`config.mk`:
```
export PLATFORM = sky130hd
export DESIGN_NAME = kd_node
export DESIGN_NICKNAME = d
export VERILOG_FILES = /design/src/source/kd_node_pkg.sv /design/src/source/node_decode.sv /design/src/source/node_execute.sv /design/src/source/node_result.sv /design/src/source/kd_node.sv
export SDC_FILE = /design/constraint.sdc
export NUM_CORES = 1
export LEC_CHECK = 0
export ABC_AREA = 1
export ABC_CLOCK_PERIOD_IN_PS = 3300
export BUFFER_PORTS_ARGS = -buffer_cell sky130_fd_sc_hd__buf_4
export CAP_MARGIN = 20
export CORE_ASPECT_RATIO = 1.2
export CORE_MARGIN = 2
export CORE_UTILIZATION = 35
export CTS_CLUSTER_SIZE = 28
export DETAILED_ROUTE_END_ITERATION = 12
export HOLD_SLACK_MARGIN = 0.05
export PLACE_DENSITY = 0.57
export SLEW_MARGIN = 20
export SYNTH_ARGS = -nofsm -noshare
export SYNTH_HDL_FRONTEND = slang
export SYNTH_SLANG_ARGS = --single-unit
```
`constraint.sdc`:
```
create_clock -name clk -period 3.3 [get_ports clk]
set_input_delay 0 -clock clk [delete_from_list [all_inputs] [get_ports clk]]
set_output_delay 0 -clock clk [all_outputs]
set_load 0.01 [all_outputs]
```
`src/source/kd_node_pkg.sv`:
```
package kd_node_pkg;

	// point geometry
	localparam int coord_width = 8;
	localparam int dims = 3;
	localparam int center_width = dims * coord_width;

	// one link word holds two packed points side by side
	localparam int data_width = 2 * center_width;
	localparam int lo_lsb = 0;
	localparam int hi_lsb = center_width;

	localparam int axis_width = 2;
	localparam int command_width = 6;

	// link command codes, a nonzero code is a one-cycle token
	typedef enum logic [command_width-1:0] {
		nop                      = 6'h00,
		configure_sort_axis      = 6'h02,
		receive_center           = 6'h03,
		configure_sort_axis_done = 6'h07,
		ready_to_sort            = 6'h0a,
		dne                      = 6'h10,
		rst_done                 = 6'h1e,
		rst                      = 6'h1f,
		accomulate               = 6'h22,
		return_sums              = 6'h23
	} command_t;

	// what data_to_top carries with a reply
	typedef enum logic [1:0] {
		kind_zero,
		kind_center,
		kind_sums
	} reply_kind_t;

	// counter must hold max_points itself
	function automatic int count_width_of(int max_points);
		return $clog2(max_points + 1);
	endfunction

	// room for max_points full-scale coordinates
	function automatic int sum_width_of(int max_points);
		return coord_width + count_width_of(max_points);
	endfunction

	function automatic logic [coord_width-1:0] coord_of(logic [center_width-1:0] point, int idx);
		return point[idx * coord_width +: coord_width];
	endfunction

endpackage

```
`src/source/node_decode.sv`:
```
`timescale 1ns/1ps

module node_decode (
	input  logic                               clk,
	input  logic                               rst_n,
	input  kd_node_pkg::command_t              command_from_top,
	input  logic [kd_node_pkg::data_width-1:0] data_from_top,
	input  kd_node_pkg::command_t              command_from_left,
	input  logic [kd_node_pkg::data_width-1:0] data_from_left,
	input  kd_node_pkg::command_t              command_from_right,
	input  logic [kd_node_pkg::data_width-1:0] data_from_right,
	input  kd_node_pkg::command_t              pending_kind,
	output kd_node_pkg::command_t              top_op,
	output logic [kd_node_pkg::data_width-1:0] top_data,
	output logic                               left_complete,
	output logic                               right_complete,
	output logic                               left_dne,
	output logic                               right_dne
);
	import kd_node_pkg::*;

	command_t top_cmd_q;
	command_t left_cmd_q;
	command_t right_cmd_q;
	logic [data_width-1:0] top_data_q;
	logic waiting;

	// control side of the links
	always_ff @(posedge clk or negedge rst_n) begin
		if (!rst_n) begin
			top_cmd_q <= nop;
			left_cmd_q <= nop;
			right_cmd_q <= nop;
		end else begin
			top_cmd_q <= command_from_top;
			left_cmd_q <= command_from_left;
			right_cmd_q <= command_from_right;
		end
	end

	// top payload
	always_ff @(posedge clk or negedge rst_n) begin
		if (!rst_n) begin
			top_data_q <= '0;
		end else begin
			top_data_q <= data_from_top;
		end
	end

	// child data carries nothing for the kept command set
	// done tokens are recognised by their code alone

	assign top_op = top_cmd_q;
	assign top_data = top_data_q;

	// an absent child drives dne every cycle
	assign left_dne = (left_cmd_q == dne);
	assign right_dne = (right_cmd_q == dne);

	// nop pending kind means nothing is awaited
	assign waiting = (pending_kind != nop);

	// done token of the awaited kind, or child missing altogether
	assign left_complete = left_dne || (waiting && left_cmd_q == pending_kind);
	assign right_complete = right_dne || (waiting && right_cmd_q == pending_kind);

endmodule

```
`src/source/node_execute.sv`:
```
`timescale 1ns/1ps

module node_execute #(
	parameter int  max_points = 31,
	localparam int count_width = kd_node_pkg::count_width_of(max_points),
	localparam int sum_width = kd_node_pkg::sum_width_of(max_points)
) (
	input  logic                                 clk,
	input  logic                                 rst_n,
	input  kd_node_pkg::command_t                top_op,
	input  logic [kd_node_pkg::data_width-1:0]   top_data,
	input  logic                                 left_complete,
	input  logic                                 right_complete,
	output kd_node_pkg::command_t                pending_kind,
	output kd_node_pkg::command_t                reply_cmd,
	output kd_node_pkg::reply_kind_t             reply_kind,
	output kd_node_pkg::command_t                forward_cmd,
	output logic [kd_node_pkg::data_width-1:0]   forward_data,
	output logic [kd_node_pkg::center_width-1:0] center,
	output logic [sum_width-1:0]                 sum_x,
	output logic [sum_width-1:0]                 sum_y,
	output logic [sum_width-1:0]                 sum_z,
	output logic [count_width-1:0]               point_count
);
	import kd_node_pkg::*;

	logic [center_width-1:0] center_q, center_d;
	logic [axis_width-1:0] axis_q, axis_d;
	logic [sum_width-1:0] sum_q [dims];
	logic [sum_width-1:0] sum_d [dims];
	logic [count_width-1:0] count_q, count_d;
	command_t pending_q, pending_d;
	command_t done_kind;
	logic left_seen_q, left_seen_d;
	logic right_seen_q, right_seen_d;
	logic starting, waiting, done;
	logic [center_width-1:0] best_center;

	assign best_center = top_data[hi_lsb +: center_width];

	// rst and configure both wait on the children
	assign starting = (top_op == rst) || (top_op == configure_sort_axis);
	assign waiting = (pending_q != nop);
	assign done_kind = !starting ? pending_q :
		(top_op == rst) ? rst_done : configure_sort_axis_done;

	// each child either done already, done now, or absent
	assign done = (starting || waiting) &&
		(left_seen_q || left_complete) && (right_seen_q || right_complete);

	always_comb begin
		center_d = center_q;
		axis_d = axis_q;
		sum_d = sum_q;
		count_d = count_q;
		pending_d = pending_q;
		// sticky only while something is awaited
		left_seen_d = waiting && (left_seen_q || left_complete);
		right_seen_d = waiting && (right_seen_q || right_complete);
		reply_cmd = nop;
		reply_kind = kind_zero;
		forward_cmd = nop;
		forward_data = top_data;

		case (top_op)
			receive_center: begin
				center_d = top_data[lo_lsb +: center_width];
				reply_cmd = ready_to_sort;
				reply_kind = kind_center;
			end
			accomulate: begin
				if (best_center == center_q) begin
					// point belongs to this node's cluster
					for (int i = 0; i < dims; i++) begin
						sum_d[i] = sum_q[i] +
							sum_width'(coord_of(top_data[lo_lsb +: center_width], i));
					end
					count_d = count_q + count_width'(1);
				end else begin
					// some node below owns it
					forward_cmd = accomulate;
				end
			end
			return_sums: begin
				reply_cmd = return_sums;
				reply_kind = kind_sums;
			end
			configure_sort_axis: begin
				axis_d = top_data[axis_width-1:0];
				forward_cmd = configure_sort_axis;
			end
			rst: begin
				forward_cmd = rst;
			end
			default: begin
			end
		endcase

		// open a wait unless both children are already settled
		if (starting && !done) begin
			pending_d = done_kind;
			left_seen_d = left_complete;
			right_seen_d = right_complete;
		end

		if (done) begin
			reply_cmd = done_kind;
			reply_kind = kind_zero;
			pending_d = nop;
			left_seen_d = 1'b0;
			right_seen_d = 1'b0;
			// rst wipes the node only once the subtree is clear
			if (done_kind == rst_done) begin
				center_d = '0;
				axis_d = '0;
				count_d = '0;
				for (int i = 0; i < dims; i++) begin
					sum_d[i] = '0;
				end
			end
		end
	end

	always_ff @(posedge clk or negedge rst_n) begin
		if (!rst_n) begin
			center_q <= '0;
			axis_q <= '0;
			count_q <= '0;
			pending_q <= nop;
			left_seen_q <= 1'b0;
			right_seen_q <= 1'b0;
			for (int i = 0; i < dims; i++) begin
				sum_q[i] <= '0;
			end
		end else begin
			center_q <= center_d;
			axis_q <= axis_d;
			count_q <= count_d;
			pending_q <= pending_d;
			left_seen_q <= left_seen_d;
			right_seen_q <= right_seen_d;
			sum_q <= sum_d;
		end
	end

	assign pending_kind = pending_q;

	// result samples the state as it stands after this edge
	assign center = center_d;
	assign sum_x = sum_d[0];
	assign sum_y = sum_d[1];
	assign sum_z = sum_d[2];
	assign point_count = count_d;

endmodule

```
`src/source/node_result.sv`:
```
`timescale 1ns/1ps

module node_result #(
	parameter int  max_points = 31,
	localparam int count_width = kd_node_pkg::count_width_of(max_points),
	localparam int sum_width = kd_node_pkg::sum_width_of(max_points)
) (
	input  logic                                 clk,
	input  logic                                 rst_n,
	input  kd_node_pkg::command_t                reply_cmd,
	input  kd_node_pkg::reply_kind_t             reply_kind,
	input  kd_node_pkg::command_t                forward_cmd,
	input  logic [kd_node_pkg::data_width-1:0]   forward_data,
	input  logic                                 left_dne,
	input  logic                                 right_dne,
	input  logic [kd_node_pkg::center_width-1:0] center,
	input  logic [sum_width-1:0]                 sum_x,
	input  logic [sum_width-1:0]                 sum_y,
	input  logic [sum_width-1:0]                 sum_z,
	input  logic [count_width-1:0]               point_count,
	output kd_node_pkg::command_t                command_to_top,
	output logic [kd_node_pkg::data_width-1:0]   data_to_top,
	output kd_node_pkg::command_t                command_to_left,
	output logic [kd_node_pkg::data_width-1:0]   data_to_left,
	output kd_node_pkg::command_t                command_to_right,
	output logic [kd_node_pkg::data_width-1:0]   data_to_right
);
	import kd_node_pkg::*;

	logic [data_width-1:0] top_word;
	logic left_go, right_go;

	// reply payload layout
	always_comb begin
		top_word = '0;
		case (reply_kind)
			kind_center: top_word[lo_lsb +: center_width] = center;
			kind_sums: begin
				// x, y, z from bit 0, counter on top of them
				top_word[0 +: sum_width] = sum_x;
				top_word[sum_width +: sum_width] = sum_y;
				top_word[2 * sum_width +: sum_width] = sum_z;
				top_word[3 * sum_width +: count_width] = point_count;
			end
			default: top_word = '0;
		endcase
	end

	// nothing goes down a missing branch
	assign left_go = (forward_cmd != nop) && !left_dne;
	assign right_go = (forward_cmd != nop) && !right_dne;

	always_ff @(posedge clk or negedge rst_n) begin
		if (!rst_n) begin
			command_to_top <= nop;
			data_to_top <= '0;
			command_to_left <= nop;
			data_to_left <= '0;
			command_to_right <= nop;
			data_to_right <= '0;
		end else begin
			command_to_top <= reply_cmd;
			data_to_top <= top_word;
			// idle child links show nop with zero data
			command_to_left <= left_go ? forward_cmd : nop;
			data_to_left <= left_go ? forward_data : '0;
			command_to_right <= right_go ? forward_cmd : nop;
			data_to_right <= right_go ? forward_data : '0;
		end
	end

endmodule

```
`src/source/kd_node.sv`:
```
`timescale 1ns/1ps

module kd_node #(
	parameter int max_points = 31
) (
	input  logic                               clk,
	input  logic                               rst_n,
	input  kd_node_pkg::command_t              command_from_top,
	input  logic [kd_node_pkg::data_width-1:0] data_from_top,
	input  kd_node_pkg::command_t              command_from_left,
	input  logic [kd_node_pkg::data_width-1:0] data_from_left,
	input  kd_node_pkg::command_t              command_from_right,
	input  logic [kd_node_pkg::data_width-1:0] data_from_right,
	output kd_node_pkg::command_t              command_to_top,
	output logic [kd_node_pkg::data_width-1:0] data_to_top,
	output kd_node_pkg::command_t              command_to_left,
	output logic [kd_node_pkg::data_width-1:0] data_to_left,
	output kd_node_pkg::command_t              command_to_right,
	output logic [kd_node_pkg::data_width-1:0] data_to_right
);
	import kd_node_pkg::*;

	localparam int count_width = count_width_of(max_points);
	localparam int sum_width = sum_width_of(max_points);

	// decode to execute
	command_t top_op;
	logic [data_width-1:0] top_data;
	logic left_complete, right_complete;
	command_t pending_kind;

	// decode to result
	logic left_dne, right_dne;

	// execute to result
	command_t reply_cmd, forward_cmd;
	reply_kind_t reply_kind;
	logic [data_width-1:0] forward_data;
	logic [center_width-1:0] center;
	logic [sum_width-1:0] sum_x, sum_y, sum_z;
	logic [count_width-1:0] point_count;

	// stage 1, link registers
	node_decode decode_i (
		.clk(clk), .rst_n(rst_n),
		.command_from_top(command_from_top), .data_from_top(data_from_top),
		.command_from_left(command_from_left), .data_from_left(data_from_left),
		.command_from_right(command_from_right), .data_from_right(data_from_right),
		.pending_kind(pending_kind), .top_op(top_op), .top_data(top_data),
		.left_complete(left_complete), .right_complete(right_complete),
		.left_dne(left_dne), .right_dne(right_dne)
	);

	// node state and per-command decisions
	node_execute #(.max_points(max_points)) execute_i (
		.clk(clk), .rst_n(rst_n), .top_op(top_op), .top_data(top_data),
		.left_complete(left_complete), .right_complete(right_complete),
		.pending_kind(pending_kind), .reply_cmd(reply_cmd), .reply_kind(reply_kind),
		.forward_cmd(forward_cmd), .forward_data(forward_data), .center(center),
		.sum_x(sum_x), .sum_y(sum_y), .sum_z(sum_z), .point_count(point_count)
	);

	// stage 2, output registers
	node_result #(.max_points(max_points)) result_i (
		.clk(clk), .rst_n(rst_n), .reply_cmd(reply_cmd), .reply_kind(reply_kind),
		.forward_cmd(forward_cmd), .forward_data(forward_data),
		.left_dne(left_dne), .right_dne(right_dne), .center(center),
		.sum_x(sum_x), .sum_y(sum_y), .sum_z(sum_z), .point_count(point_count),
		.command_to_top(command_to_top), .data_to_top(data_to_top),
		.command_to_left(command_to_left), .data_to_left(data_to_left),
		.command_to_right(command_to_right), .data_to_right(data_to_right)
	);

endmodule

```
==> run metrics <==
largest net degree at the start of global routing=106; Layout area overhead=31.1%; Post-CTS Repair Setup Buffers=0; Tightest Pin Transition=0.826 ns; Port Buffers=225; switch share=25.0%; clock sink count=294; Routed Antenna Nets=0; Maximum Capacitance Violations=0; VDD IR max=0.433 mV; FF+latch count, synth=294; clock root buffer master=clkbuf_16; met3 global-route usage=2.29%; Tot GR Track Use=16.9%; Post-Syn Area=0.0125 mm2; post-layout min period=2.62 ns; final setup fails=0; layout cell share with drive strength beyond 1=21.7%; Die W=177 um; total grt overflow=0; H-tree lvl count=1; vias per cell=4.40; DR pass1 iterations=6; DIE AREA=0.0373 mm2; fin util=46.8%; TNS Setup=0 ns; post-synthesis sequential area ratio=58.7%; synth warn=0; Syn Inst Count=1,346; Critical Path Fanout Max=23; hold crit path type=in2async; n_diodes=0; FILL cells=3,383; layout net count=1,843; Core Area=0.0351 mm2; post-synth cell types=39; DRC=0; Max Fclk=0.382 GHz; CP Capture Type=flip-flop; Die Y=211 um; TritonCTS Buffers=30; Seq. cell area=0.00736 mm2; Vias=9,372; CP arrival=3.04 ns; RSZ-0062 raised after global routing=false; Logic pwr share=12.0%; final wirelength=30,900 um; NetSw=2.10 mW; CTS tree=done; overall power=8.40 mW; DRC marker count from the first detailed-route iteration=538; clk buf depth=3; pwr/cell area=511 mW/mm2; vias in the first global route=9,402; Pleak=8.70 nW; ys flop type=dfrtp_1; footprint of the multi-input gates=0.00414 mm2; startpoint types=flip-flop; asr flop ratio synth=100%; clk slew on worst S/H paths=0.06 ns; # rows=75; Ports=326; met1 usage=22.5%; Setup Crit Path Kind=reg2reg; final hold vios=0; skew final=0.0133 ns; Tcrit/Tclk final=79.3%; global routing usage on met2=28.9%; Cell Int Power=6.30 mW; most common cell after layout, fill and taps aside=nand2_1; first-pass GRT wire length=50,100 um; Clk pwr share=41.1%; Post-synth EDFFs=0; Syn Area/Cell=9.31 um2; Reg power frac=46.9%; later-pin clock latency in the skew report=0.56 ns; HPWL Detailed=22,200 um; number of antenna violations at the first check in global routing=0; Worst Path Required=3.73 ns; placer congestion estimate=0.860; busiest layer in global routing=met2; Initial Utilization=35.7%; most frequent cells in the layout=nand2_1, dfrtp_1, buf_4; status=completed; Slew headroom=44.9%; Slew Limit Fails=0; hold slack final=0.0795 ns; WL/cell=14.5 um
[layer usage]
layer | part of all wire [%] | wire, um | up-vias
met3 | 4.5 | 1400 | 39
met4 | 1.9 | 599 | 0
met2 | 50 | 15400 | 191
met5 | 0 | 0 | -
li1 | - | - | 4716
met1 | 44 | 13500 | 4426
[cells in the mapped netlist, types with 12 or more instances]
| master | number | area [um2] |
|---|---|---|
| nand3_1 | 53 | 265 |
| inv_1 | 176 | 661 |
| clkbuf_1 | 14 | 52.6 |
| a21oi_1 | 42 | 210 |
| dfrtp_1 | 294 | 7360 |
| nand4_1 | 14 | 87.6 |
| xor2_1 | 21 | 184 |
| ha_1 | 27 | 338 |
| buf_4 | 12 | 90.1 |
| xnor2_1 | 24 | 210 |
| inv_2 | 12 | 45.0 |
| nand2_1 | 315 | 1180 |
| o21ai_0 | 33 | 165 |
| o21ai_1 | 20 | 100 |
| buf_2 | 18 | 90.1 |
| nor2_1 | 182 | 683 |
| nor2_4 | 25 | 282 |
| nor3_1 | 16 | 80.1 |
[power by group through the flow]
| stage | clock (mW) | sequential [mW] | combinational (mW) |
|---|---|---|---|
| 4_1_cts | 3.54 | 3.94 | 1.03 |
| 3_3_place_gp | 0 | 4.00 | 0.933 |
| 2_1_floorplan | 0 | 3.97 | 0.643 |
| 5_1_grt | 3.71 | 3.96 | 1.17 |
| 3_5_place_dp | 0 | 4.00 | 0.955 |
| 6_report | 3.45 | 3.93 | 1.01 |
[final timing paths]
check / startpoint / end / slack [ns] / depth (start not counted)
min reg2reg: execute_i.sum_q[12] / execute_i.sum_q[12] / 0.53 / 2
min: rst_n / result_i.command_to_right[4] / 0.08 / 2
max reg2reg: decode_i.right_cmd_q[2] / result_i.data_to_top[3] / 0.68 / 9
max in group asynchronous: rst_n / result_i.data_to_left[0] / 2.35 / 3
max: decode_i.right_cmd_q[2] / result_i.data_to_top[3] / 0.68 / 9
min in group clk: data_from_top[20] / decode_i.top_data[20] / 0.09 / 2
[logic make-up after synthesis]
logic type	synth area share [%]
xor gates and xnor gates	3.15
other	0.0299
DFF	58.7
adders and majority gates	3.18
AOI/OAI and AO/OA	4.39
buffers and inverters	8.31
and+or+nand+nor	22.2
[through the flow]
step                std cells  instance area (um2)  setup WS, ns
floorplan                1349                12500         0.976
global placement         2012                14700         0.659
detailed placement       2012                14700         0.633
CTS                      2131                16400         0.632
global route             2131                16400         0.397
finish                   2131                16400         0.682
[sequential cells by signal, summed over array words and instances, names as in the netlist, 3 cells and up]
signal                     count
execute_i.pending_kind         6
decode_i.top_data             48
decode_i.left_cmd_q            6
execute_i.center_q            24
result_i.command_to_right      3
result_i.command_to_left       3
execute_i.sum_q               39
result_i.data_to_top          44
decode_i.right_cmd_q           6
decode_i.top_op                6
execute_i.count_q              5
result_i.data_to_left         48
result_i.command_to_top        6
result_i.data_to_right        48
[layout make-up]
type	instances	share of cell area (%)
clock buffers	42	5.34
clock inverters	10	0.815
inverters	189	4.33
multi-input cells	813	25.2
flip-flops and latches	294	44.8
well taps	462	3.52
repair buffers	321	16.0
[worst max-delay path: stages, from the launching register on]
cell     delay [ns]
dfrtp_1        0.38
nor4_1         0.40
nand2_1        0.20
nand3_2        0.16
nand3_4        0.19
nor2_4         0.64
buf_4          0.30
nor2_4         0.05
nand2_1        0.07
a21oi_1        0.07
[what timing repair did]
item                                    in CTS  in global routing
endpoints found under the setup margin       0                  0
hold buffers                                67                  0
hold endpoints to repair                   167                  0
gates resized for setup                      0                  0
Power figures use the tool's default switching activity.
